[config.mk]
export PLATFORM = sky130hd
export DESIGN_NAME = mac_core
export DESIGN_NICKNAME = d
export VERILOG_FILES = /design/src/source/mac_pkg.sv /design/src/source/mac_crc32.sv /design/src/source/mac_rx_framer.sv /design/src/source/mac_tx_framer.sv /design/src/source/mac_core.sv
export SDC_FILE = /design/constraint.sdc
export NUM_CORES = 1
export LEC_CHECK = 0
export ABC_AREA = 1
export BUFFER_PORTS_ARGS = -buffer_cell sky130_fd_sc_hd__clkbuf_2
export CAP_MARGIN = 20
export CORE_MARGIN = 1
export CORE_UTILIZATION = 39
export CTS_BUF_LIST = sky130_fd_sc_hd__clkbuf_16
export CTS_CLUSTER_DIAMETER = 100
export CTS_CLUSTER_SIZE = 16
export DETAILED_ROUTE_END_ITERATION = 10
export GPL_TIMING_DRIVEN = 0
export PLACE_DENSITY = 0.54
export SLEW_MARGIN = 5
export SYNTH_ARGS = -nofsm -noshare
export SYNTH_HDL_FRONTEND = slang
export SYNTH_SLANG_ARGS = --single-unit
[constraint.sdc]
create_clock -name mac_rx_clk -period 6.35 [get_ports mac_rx_clk]
set_input_delay 1.27 -clock mac_rx_clk [delete_from_list [all_inputs] [get_ports mac_rx_clk]]
set_output_delay 1.27 -clock mac_rx_clk [all_outputs]
set_load 0.01 [all_outputs]
[src/source/mac_pkg.sv]
/*
 * ethernet framing constants, crc-32 parameters,
 * link status types and the receive byte union
 */
package mac_pkg;

// ----------------------------------------------------------
// stream and frame layout
// ----------------------------------------------------------
localparam int byte_w       = 8;                    // stream data width
localparam int preamble_len = 7;                    // number of 0x55 bytes
localparam int fcs_len      = 4;                    // fcs bytes, lsb first on the wire
localparam int rx_hdr_len   = preamble_len + 1;     // preamble plus sfd
localparam int tx_delay_len = 9;                    // payload delay stages on tx

localparam logic [byte_w-1:0] preamble_byte = 8'h55;
localparam logic [byte_w-1:0] sfd_byte      = 8'hD5;

// ----------------------------------------------------------
// crc-32 (ieee 802.3)
// ----------------------------------------------------------
localparam logic [31:0] crc_init    = 32'hFFFF_FFFF;  // start value
localparam logic [31:0] crc_poly    = 32'hEDB8_8320;  // reflected polynomial
// residue over content plus fcs, in conventional bit order
localparam logic [31:0] crc_residue = 32'hC704_DD7B;

// ----------------------------------------------------------
// in-band link status, sent by the phy during the gap
// ----------------------------------------------------------
typedef enum logic [1:0] {
    speed_10   = 2'b00,     // 2.5 mhz rx clock
    speed_100  = 2'b01,     // 25 mhz
    speed_1000 = 2'b10      // 125 mhz
} link_speed_e;

typedef struct packed {
    logic [3:0]  unused;    // not defined by rgmii
    logic        duplex;    // 1 = full
    link_speed_e speed;
    logic        link_up;
} rx_status_s;

// one received byte, frame data inside a frame or status in the gap
typedef union packed {
    logic [byte_w-1:0] data;
    rx_status_s        status;
} rx_byte_u;

endpackage

[src/source/mac_crc32.sv]
/*
 * byte-wide crc-32 engine with clear and enable
 */
`timescale 1ns/1ns

module mac_crc32 import mac_pkg::*; (
    input  logic              mac_rx_clk,
    input  logic              arst_n_i,
    input  logic              crc_clr_i,    // load crc_init
    input  logic              crc_en_i,     // fold crc_data_i in
    input  logic [byte_w-1:0] crc_data_i,
    output logic [31:0]       crc_o         // conventional bit order
);

logic [31:0] crc_q;         // running value, reflected
logic [31:0] crc_next;

// ----------------------------------------------------------
// next value, one bit per step, lsb of the byte first
// ----------------------------------------------------------
always_comb begin
    crc_next = crc_q ^ {{(32 - byte_w){1'b0}}, crc_data_i};
    for (int i = 0; i < byte_w; i++) begin
        if (crc_next[0]) begin
            crc_next = (crc_next >> 1) ^ crc_poly;
        end else begin
            crc_next = crc_next >> 1;
        end
    end
end

// ----------------------------------------------------------
// state register
// ----------------------------------------------------------
always_ff @(posedge mac_rx_clk or negedge arst_n_i) begin
    if (!arst_n_i) begin
        crc_q <= crc_init;
    end else if (crc_clr_i) begin       // clear wins over enable
        crc_q <= crc_init;
    end else if (crc_en_i) begin
        crc_q <= crc_next;
    end
end

// bit reversed back to the usual msb-first view
// so the residue and the tx fcs both see the same order
assign crc_o = {<<{crc_q}};

endmodule

[src/source/mac_rx_framer.sv]
/*
 * rx framer, preamble stripping, crc check control,
 * in-band status capture and the 4-stage output pipeline
 */
`timescale 1ns/1ns

module mac_rx_framer import mac_pkg::*; (
    input  logic              mac_rx_clk,
    input  logic              arst_n_i,
    input  rx_byte_u          rx_data_i,      // data in frame, status in gap
    input  logic              rx_dv_i,        // rising edge ctl sample
    input  logic              rx_ctl_fall_i,  // falling edge ctl sample
    input  logic [31:0]       crc_i,
    output logic              crc_clr_o,
    output logic              crc_en_o,
    output logic [byte_w-1:0] crc_data_o,
    output logic [byte_w-1:0] mac_rx_data_o,
    output logic              mac_rx_valid_o,
    output logic              mac_rx_sof_o,
    output logic              mac_rx_eof_o,
    output logic              mac_rx_fr_good_o,
    output logic              mac_rx_fr_err_o,
    output rx_status_s        status_o
);

logic [3:0]        hdr_cnt;           // saturates at rx_hdr_len + 1
logic              in_hdr;
logic              in_content;
logic              first_content;
logic              rx_err;
logic              rx_gap;

logic              hdr_q;             // stage 1 byte is preamble or sfd
logic [2:0]        valid_sr;          // stages 1..3
logic [2:0]        sof_sr;
logic [2:0]        err_sr;
logic [2:0]        eof_sr;
logic [1:0]        good_sr;           // stages 2..3
logic [byte_w-1:0] data_sr [3];
logic [1:0]        stat_en_sr;
rx_status_s        stat_sr [2];

// ----------------------------------------------------------
// byte classification
// ----------------------------------------------------------
assign in_hdr        = rx_dv_i && (hdr_cnt <  4'(rx_hdr_len));
assign in_content    = rx_dv_i && (hdr_cnt >= 4'(rx_hdr_len));
assign first_content = rx_dv_i && (hdr_cnt == 4'(rx_hdr_len));
assign rx_err        = rx_dv_i && !rx_ctl_fall_i;     // rx_er during frame
assign rx_gap        = !rx_dv_i && !rx_ctl_fall_i;    // status byte

always_ff @(posedge mac_rx_clk or negedge arst_n_i) begin
    if (!arst_n_i) begin
        hdr_cnt <= '0;
    end else if (!rx_dv_i) begin
        hdr_cnt <= '0;                      // restart every frame
    end else if (hdr_cnt <= 4'(rx_hdr_len)) begin
        hdr_cnt <= hdr_cnt + 4'd1;
    end
end

// ----------------------------------------------------------
// flag pipeline, stage 1 feeds the crc engine
// ----------------------------------------------------------
always_ff @(posedge mac_rx_clk or negedge arst_n_i) begin
    if (!arst_n_i) begin
        hdr_q      <= 1'b0;
        valid_sr   <= '0;
        sof_sr     <= '0;
        err_sr     <= '0;
        eof_sr     <= '0;
        good_sr    <= '0;
        stat_en_sr <= '0;
    end else begin
        hdr_q      <= in_hdr;
        valid_sr   <= {valid_sr[1:0], in_content};
        sof_sr     <= {sof_sr[1:0], first_content};
        err_sr     <= {err_sr[1:0], rx_err};
        // content ended, one stage behind the last byte
        eof_sr     <= {eof_sr[1:0], valid_sr[0] && !in_content};
        // crc_i settles the cycle after the last enabled byte
        good_sr    <= {good_sr[0], eof_sr[0] && (crc_i == crc_residue)};
        stat_en_sr <= {stat_en_sr[0], rx_gap};
    end
end

// payload side, no reset
always_ff @(posedge mac_rx_clk) begin
    data_sr[0] <= rx_data_i.data;
    data_sr[1] <= data_sr[0];
    data_sr[2] <= data_sr[1];
    stat_sr[0] <= rx_data_i.status;     // same byte, status view
    stat_sr[1] <= stat_sr[0];
end

assign crc_clr_o  = hdr_q;              // cleared while the header passes
assign crc_en_o   = valid_sr[0];
assign crc_data_o = data_sr[0];

// ----------------------------------------------------------
// output stage
// ----------------------------------------------------------
always_ff @(posedge mac_rx_clk or negedge arst_n_i) begin
    if (!arst_n_i) begin
        mac_rx_valid_o   <= 1'b0;
        mac_rx_sof_o     <= 1'b0;
        mac_rx_eof_o     <= 1'b0;
        mac_rx_fr_good_o <= 1'b0;
        mac_rx_fr_err_o  <= 1'b0;
        status_o         <= '0;
    end else begin
        mac_rx_valid_o   <= valid_sr[2];
        mac_rx_sof_o     <= sof_sr[2];
        mac_rx_eof_o     <= eof_sr[2];
        mac_rx_fr_good_o <= good_sr[1];
        mac_rx_fr_err_o  <= err_sr[2];
        if (stat_en_sr[1]) begin
            status_o <= stat_sr[1];     // 3 cycles after the gap byte
        end
    end
end

always_ff @(posedge mac_rx_clk) begin
    mac_rx_data_o <= data_sr[2];        // 4 cycles after the input byte
end

endmodule

[src/source/mac_tx_framer.sv]
/*
 * tx framer, preamble and sfd insertion, payload delay line
 * and fcs append, lsb byte first
 */
`timescale 1ns/1ns

module mac_tx_framer import mac_pkg::*; (
    input  logic              mac_rx_clk,
    input  logic              arst_n_i,
    input  logic [byte_w-1:0] mac_tx_data_i,
    input  logic              mac_tx_valid_i,
    input  logic              mac_tx_sof_i,
    input  logic              mac_tx_eof_i,
    input  logic [31:0]       crc_i,
    output logic              crc_clr_o,
    output logic              crc_en_o,
    output logic [byte_w-1:0] tx_data_o,
    output logic              tx_dv_o
);

// flag registers load all ones and shift zeros in from the lsb
// so the count of low zeros is the cycles since sof or eof
logic [preamble_len:0]         pre_sr;
logic [tx_delay_len+fcs_len:0] fcs_sr;

logic [byte_w-1:0] dly_q [tx_delay_len];  // payload delay line
logic [31:0]       fcs_word;              // fcs in wire order
logic [31:0]       fcs_calc;

logic              pre_emit;
logic              sfd_emit;
logic              fcs_load;
logic              fcs_emit;
logic              fcs_done;

// ----------------------------------------------------------
// crc engine control
// ----------------------------------------------------------
assign crc_en_o  = mac_tx_valid_i;
assign crc_clr_o = !mac_tx_valid_i;      // idle between frames
assign fcs_calc  = {<<{~crc_i}};         // inverted, back to reflected

// ----------------------------------------------------------
// flag decode
// ----------------------------------------------------------
assign pre_emit = pre_sr[preamble_len-1];                        // 7 x 0x55
assign sfd_emit = pre_sr[preamble_len] && !pre_sr[preamble_len-1];
assign fcs_load = &fcs_sr;                                       // eof just seen
assign fcs_emit = fcs_sr[tx_delay_len+fcs_len-1] && !fcs_sr[tx_delay_len-1];
assign fcs_done = fcs_sr[tx_delay_len+fcs_len] && !fcs_sr[tx_delay_len+fcs_len-1];

always_ff @(posedge mac_rx_clk or negedge arst_n_i) begin
    if (!arst_n_i) begin
        pre_sr    <= '0;
        fcs_sr    <= '0;
        tx_dv_o   <= 1'b0;
        tx_data_o <= '0;
    end else begin
        pre_sr <= mac_tx_sof_i ? '1 : (pre_sr << 1);
        fcs_sr <= mac_tx_eof_i ? '1 : (fcs_sr << 1);

        if (&pre_sr) begin
            tx_dv_o <= 1'b1;           // 2 cycles after sof
        end else if (fcs_done) begin
            tx_dv_o <= 1'b0;           // right after the last fcs byte
        end

        // byte mux onto the phy
        if (fcs_emit) begin
            tx_data_o <= fcs_word[byte_w-1:0];
        end else if (sfd_emit) begin
            tx_data_o <= sfd_byte;
        end else if (pre_emit) begin
            tx_data_o <= preamble_byte;
        end else begin
            tx_data_o <= dly_q[tx_delay_len-1];
        end
    end
end

// ----------------------------------------------------------
// payload delay and fcs hold
// ----------------------------------------------------------
always_ff @(posedge mac_rx_clk) begin
    dly_q[0] <= mac_tx_valid_i ? mac_tx_data_i : '0;   // zeros between frames
    for (int i = 1; i < tx_delay_len; i++) begin
        dly_q[i] <= dly_q[i-1];
    end

    if (fcs_load) begin
        fcs_word <= fcs_calc;           // crc_i is final one cycle after eof
    end else if (fcs_emit) begin
        fcs_word <= fcs_word >> byte_w; // next byte to the bottom
    end
end

endmodule

[src/source/mac_core.sv]
/*
 * mac framing core, rx and tx framers with one crc-32 engine each
 */
`timescale 1ns/1ns

module mac_core import mac_pkg::*; (
    input  logic              mac_rx_clk,
    input  logic              arst_n_i,
    // rx, phy side
    input  logic [byte_w-1:0] rx_data_i,
    input  logic              rx_dv_i,
    input  logic              rx_ctl_fall_i,
    // rx, user side
    output logic [byte_w-1:0] mac_rx_data_o,
    output logic              mac_rx_valid_o,
    output logic              mac_rx_sof_o,
    output logic              mac_rx_eof_o,
    output logic              mac_rx_fr_good_o,
    output logic              mac_rx_fr_err_o,
    output rx_status_s        status_o,
    // tx, user side
    input  logic [byte_w-1:0] mac_tx_data_i,
    input  logic              mac_tx_valid_i,
    input  logic              mac_tx_sof_i,
    input  logic              mac_tx_eof_i,
    // tx, phy side
    output logic [byte_w-1:0] tx_data_o,
    output logic              tx_dv_o
);

logic              rx_crc_clr;
logic              rx_crc_en;
logic [byte_w-1:0] rx_crc_data;
logic [31:0]       rx_crc_val;
logic              tx_crc_clr;
logic              tx_crc_en;
logic [31:0]       tx_crc_val;

// ----------------------------------------------------------
// rx channel
// ----------------------------------------------------------
mac_rx_framer rx_framer (
    .mac_rx_clk       (mac_rx_clk),
    .arst_n_i         (arst_n_i),
    .rx_data_i        (rx_data_i),
    .rx_dv_i          (rx_dv_i),
    .rx_ctl_fall_i    (rx_ctl_fall_i),
    .crc_i            (rx_crc_val),
    .crc_clr_o        (rx_crc_clr),
    .crc_en_o         (rx_crc_en),
    .crc_data_o       (rx_crc_data),
    .mac_rx_data_o    (mac_rx_data_o),
    .mac_rx_valid_o   (mac_rx_valid_o),
    .mac_rx_sof_o     (mac_rx_sof_o),
    .mac_rx_eof_o     (mac_rx_eof_o),
    .mac_rx_fr_good_o (mac_rx_fr_good_o),
    .mac_rx_fr_err_o  (mac_rx_fr_err_o),
    .status_o         (status_o)
);

mac_crc32 rx_crc (
    .mac_rx_clk (mac_rx_clk),
    .arst_n_i   (arst_n_i),
    .crc_clr_i  (rx_crc_clr),
    .crc_en_i   (rx_crc_en),
    .crc_data_i (rx_crc_data),     // stage 1 byte
    .crc_o      (rx_crc_val)
);

// ----------------------------------------------------------
// tx channel
// ----------------------------------------------------------
mac_tx_framer tx_framer (
    .mac_rx_clk     (mac_rx_clk),
    .arst_n_i       (arst_n_i),
    .mac_tx_data_i  (mac_tx_data_i),
    .mac_tx_valid_i (mac_tx_valid_i),
    .mac_tx_sof_i   (mac_tx_sof_i),
    .mac_tx_eof_i   (mac_tx_eof_i),
    .crc_i          (tx_crc_val),
    .crc_clr_o      (tx_crc_clr),
    .crc_en_o       (tx_crc_en),
    .tx_data_o      (tx_data_o),
    .tx_dv_o        (tx_dv_o)
);

mac_crc32 tx_crc (
    .mac_rx_clk (mac_rx_clk),
    .arst_n_i   (arst_n_i),
    .crc_clr_i  (tx_crc_clr),
    .crc_en_i   (tx_crc_en),
    .crc_data_i (mac_tx_data_i),   // undelayed payload
    .crc_o      (tx_crc_val)
);

endmodule

==> results.json <==
{
  "syn_to_final_growth_pct": 12.8,
  "cts_setup_buffers": 0,
  "grt_usage_pct": 16.7,
  "period_share_pct": 43.9,
  "stdcell_count": 1408,
  "required_ps": 6410,
  "diodes": 0,
  "peakVddDrop_v": 0.000182,
  "die_y_um": 162,
  "netlist_area_um2": 10000,
  "r2r_slack_ps": 3560,
  "cts_root_buffer": "clkbuf_16",
  "end_kind": "flop",
  "yosysWarnings": 0,
  "design_area_um2": 11300,
  "cp_max_fo": 32,
  "status": "complete, no violations",
  "wl_met2_um": 9280,
  "setup_viol_count_final": 0,
  "nets": 1089,
  "muxShareOfSynthArea_pct": 0.901,
  "cp-start-kind": "flop",
  "syn_inst": 990,
  "cts.clk_slew.worst_paths_ps": 70,
  "grt_max_degree": 66,
  "final_cell_mix": "254 x nand2_1, 115 x inv_1, 104 x dfxtp_1",
  "die_w_um": 162,
  "synth_top_family_by_area": "simple AND/OR/NAND/NOR gates",
  "wl_met1_um": 10400,
  "final_common_cell": "nand2_1",
  "syn_area_per_cell_um2": 10.1,
  "dr_total_vias": 6497,
  "holdPathEnd": "rx_framer.mac_rx_data_o[3]",
  "relSlewSlack_pct": 46.5,
  "synth_fa_ha_area_share_pct": 0.250,
  "antenna_found_initial": 0,
  "dpl_cell_area_um2": 10700,
  "grt_pass1_vias": 6391,
  "synth_compound_area_share_pct": 5.23,
  "path_class": "flop to flop",
  "start_util_pct": 39.7,
  "reg2reg_depth": 6,
  "overflow": 0,
  "drive_gt1_share_pct": 18.7,
  "drtIter0Drc": 340,
  "routed_wl_um": 20800,
  "critPathArrivalTime_ps": 2840,
  "hp-class": "flop to flop",
  "hold_violations": 0,
  "grt_pass1_wl_um": 34400,
  "cts_made_buffers": 20,
  "synthArstFlopShare_pct": 48.7,
  "portBuffers": 51,
  "rr_startpoint": "tx_framer.fcs_sr[12]",
  "place_congestion": 0.857,
  "synth-main-ff-cell": "dfxtp_1",
  "dr.pass1.iters": 5,
  "synth_simple_gate_area_share_pct": 18.4,
  "drt-wirelength-per-cell_um": 14.8,
  "p_leak_nw": 5.17,
  "synth_xor_area_share_pct": 7.14,
  "htree_levels": 1,
  "synth_edf_count": 32,
  "tritoncts": "built",
  "clock_skew_ps": 15.0,
  "insertion_delay_ps": 510,
  "timing.rr.end": "tx_framer.fcs_word[30]",
  "cap_viol_max_count": 0,
  "worstMarginPinSlew_ps": 799,
  "period_needed_ps": 2790,
  "cts_resized": 0,
  "drc": 0,
  "pin_count": 53,
  "cts_buffer_depth": 3,
  "cts-hold-fix-buffers": 0,
  "wl_met3_um": 828,
  "hold_slack_ps": 316,
  "maxSlewViolCount": 0,
  "seq_area_frac_synth_pct": 63.5,
  "dpl.hpwl_um": 14300,
  "synth_nets": 1015,
  "top_layer": "met4",
  "fin_setup_tns_ps": 0,
  "core_region_area_um2": 25200,
  "whs_path_depth": 0,
  "synth_seq_cells": 265,
  "die_area_um2": 26300,
  "viasPerCell": 4.61,
  "hold_path.startpoint": "rx_framer.data_sr[2][3]",
  "dp.cells": 1372,
  "yosysUniqueCellTypes": 40,
  "power.density_nw_per_um2": 365,
  "cts_sinks": 265,
  "ant_nets": 0,
  "rows": 58,
  "max_freq_mhz": 359,
  "fillers": 2378,
  "rsz0062_at_grt": "no"
}
[metrics by stage]
stage	worst slack, ps	power [W]	util (%)
after floorplan	4020	0.00276	-
after global placement	1700	0.00298	42.4
after detailed placement	3460	0.00300	42.5
after CTS	3540	0.00418	44.8
after global routing	3300	0.00440	44.8
final	3560	0.00412	44.8
[how the worst max path moves through the flow]
stage,start,end
global route,tx_framer.fcs_sr[12],tx_framer.fcs_word[20]
finish,tx_framer.fcs_sr[12],tx_framer.fcs_word[30]
floorplan,mac_tx_data_i[1],tx_crc.crc_q[20]
CTS,tx_framer.fcs_sr[12],tx_framer.fcs_word[27]
global placement,arst_n_i,rx_framer.good_sr[0]
detailed placement,mac_tx_data_i[5],tx_crc.crc_q[18]
[layer usage]
layer,global-route usage [%],vias up
li1,-,3282
met1,24.1,3091
met5,0,-
met2,26.6,103
met4,3.86,0
met3,2.45,21
[sequential cells by signal, summed over array words and instances (netlist names), 2 cells and up]
register,cells
rx_framer.err_sr,3
tx_crc.crc_q,32
tx_framer.tx_data_o,8
rx_framer.valid_sr,3
tx_framer.pre_sr,8
rx_framer.status_o,8
rx_crc.crc_q,32
tx_framer.fcs_word,32
tx_framer.dly_q,72
rx_framer.sof_sr,3
tx_framer.fcs_sr,14
rx_framer.eof_sr,3
rx_framer.hdr_cnt,4
rx_framer.good_sr,2
rx_framer.data_sr,24
rx_framer.mac_rx_data_o,8
rx_framer.stat_en_sr,2
[layout make-up]
| type | instances | area, um^2 | area share, % |
|---|---|---|---|
| plain buffers | 19 | 71.3 | 0.632 |
| clock buffers | 20 | 500 | 4.43 |
| clock inverters | 16 | 77.6 | 0.687 |
| inverters | 104 | 390 | 3.46 |
| multi-input cells | 602 | 3190 | 28.3 |
| flip-flops and latches | 265 | 6350 | 56.3 |
| well taps | 330 | 413 | 3.66 |
| repair buffers | 52 | 292 | 2.58 |
[Yosys cell counts, types with 2 or more instances]
cell	n	area (um^2)
xor2_1	49	429
a21oi_1	22	110
mux2_2	8	90.1
nand2_2	15	93.8
xnor2_1	17	149
ha_1	2	25.0
dfstp_2	64	1680
dfrtp_1	65	1630
inv_2	3	11.3
o21ai_1	4	20.0
o211ai_1	2	15.0
nor2_1	43	161
clkbuf_1	17	63.8
xor2_2	4	65.1
nand3_1	59	295
nand2_4	2	22.5
buf_1	2	7.51
or2_2	26	163
nor4_1	3	18.8
o22ai_1	11	68.8
inv_1	101	379
edfxtp_1	32	961
o21ai_0	54	270
nor3_1	4	20.0
or2_1	2	12.5
nand2_1	255	957
nand4_1	8	50.1
dfxtp_1	104	2080
[critical path: stages (launching register included)]
cell and delay (ps):
dfrtp_1 400, nand4_1 100, nor2_1 60, nand2_1 140, clkbuf_1 390, clkbuf_1 570, nand2_2 660
[logic make-up (layout without fill, tap and decap cells)]
logic type,count (synthesis),in the layout
flip-flops,265,265
XOR/XNOR,73,73
AO/OA/AOI/OAI,98,98
buffers and inverters,123,211
multiplexers,8,8
AND/OR/NAND/NOR,421,421
adder cells (fa/ha/maj),2,2
[power breakdown]
part           switching (W)  internal (W)
combinational       0.000587      0.000335
sequential         0.0000930       0.00195
clock               0.000576      0.000577
No activity file was read; power rests on OpenSTA's default activity.
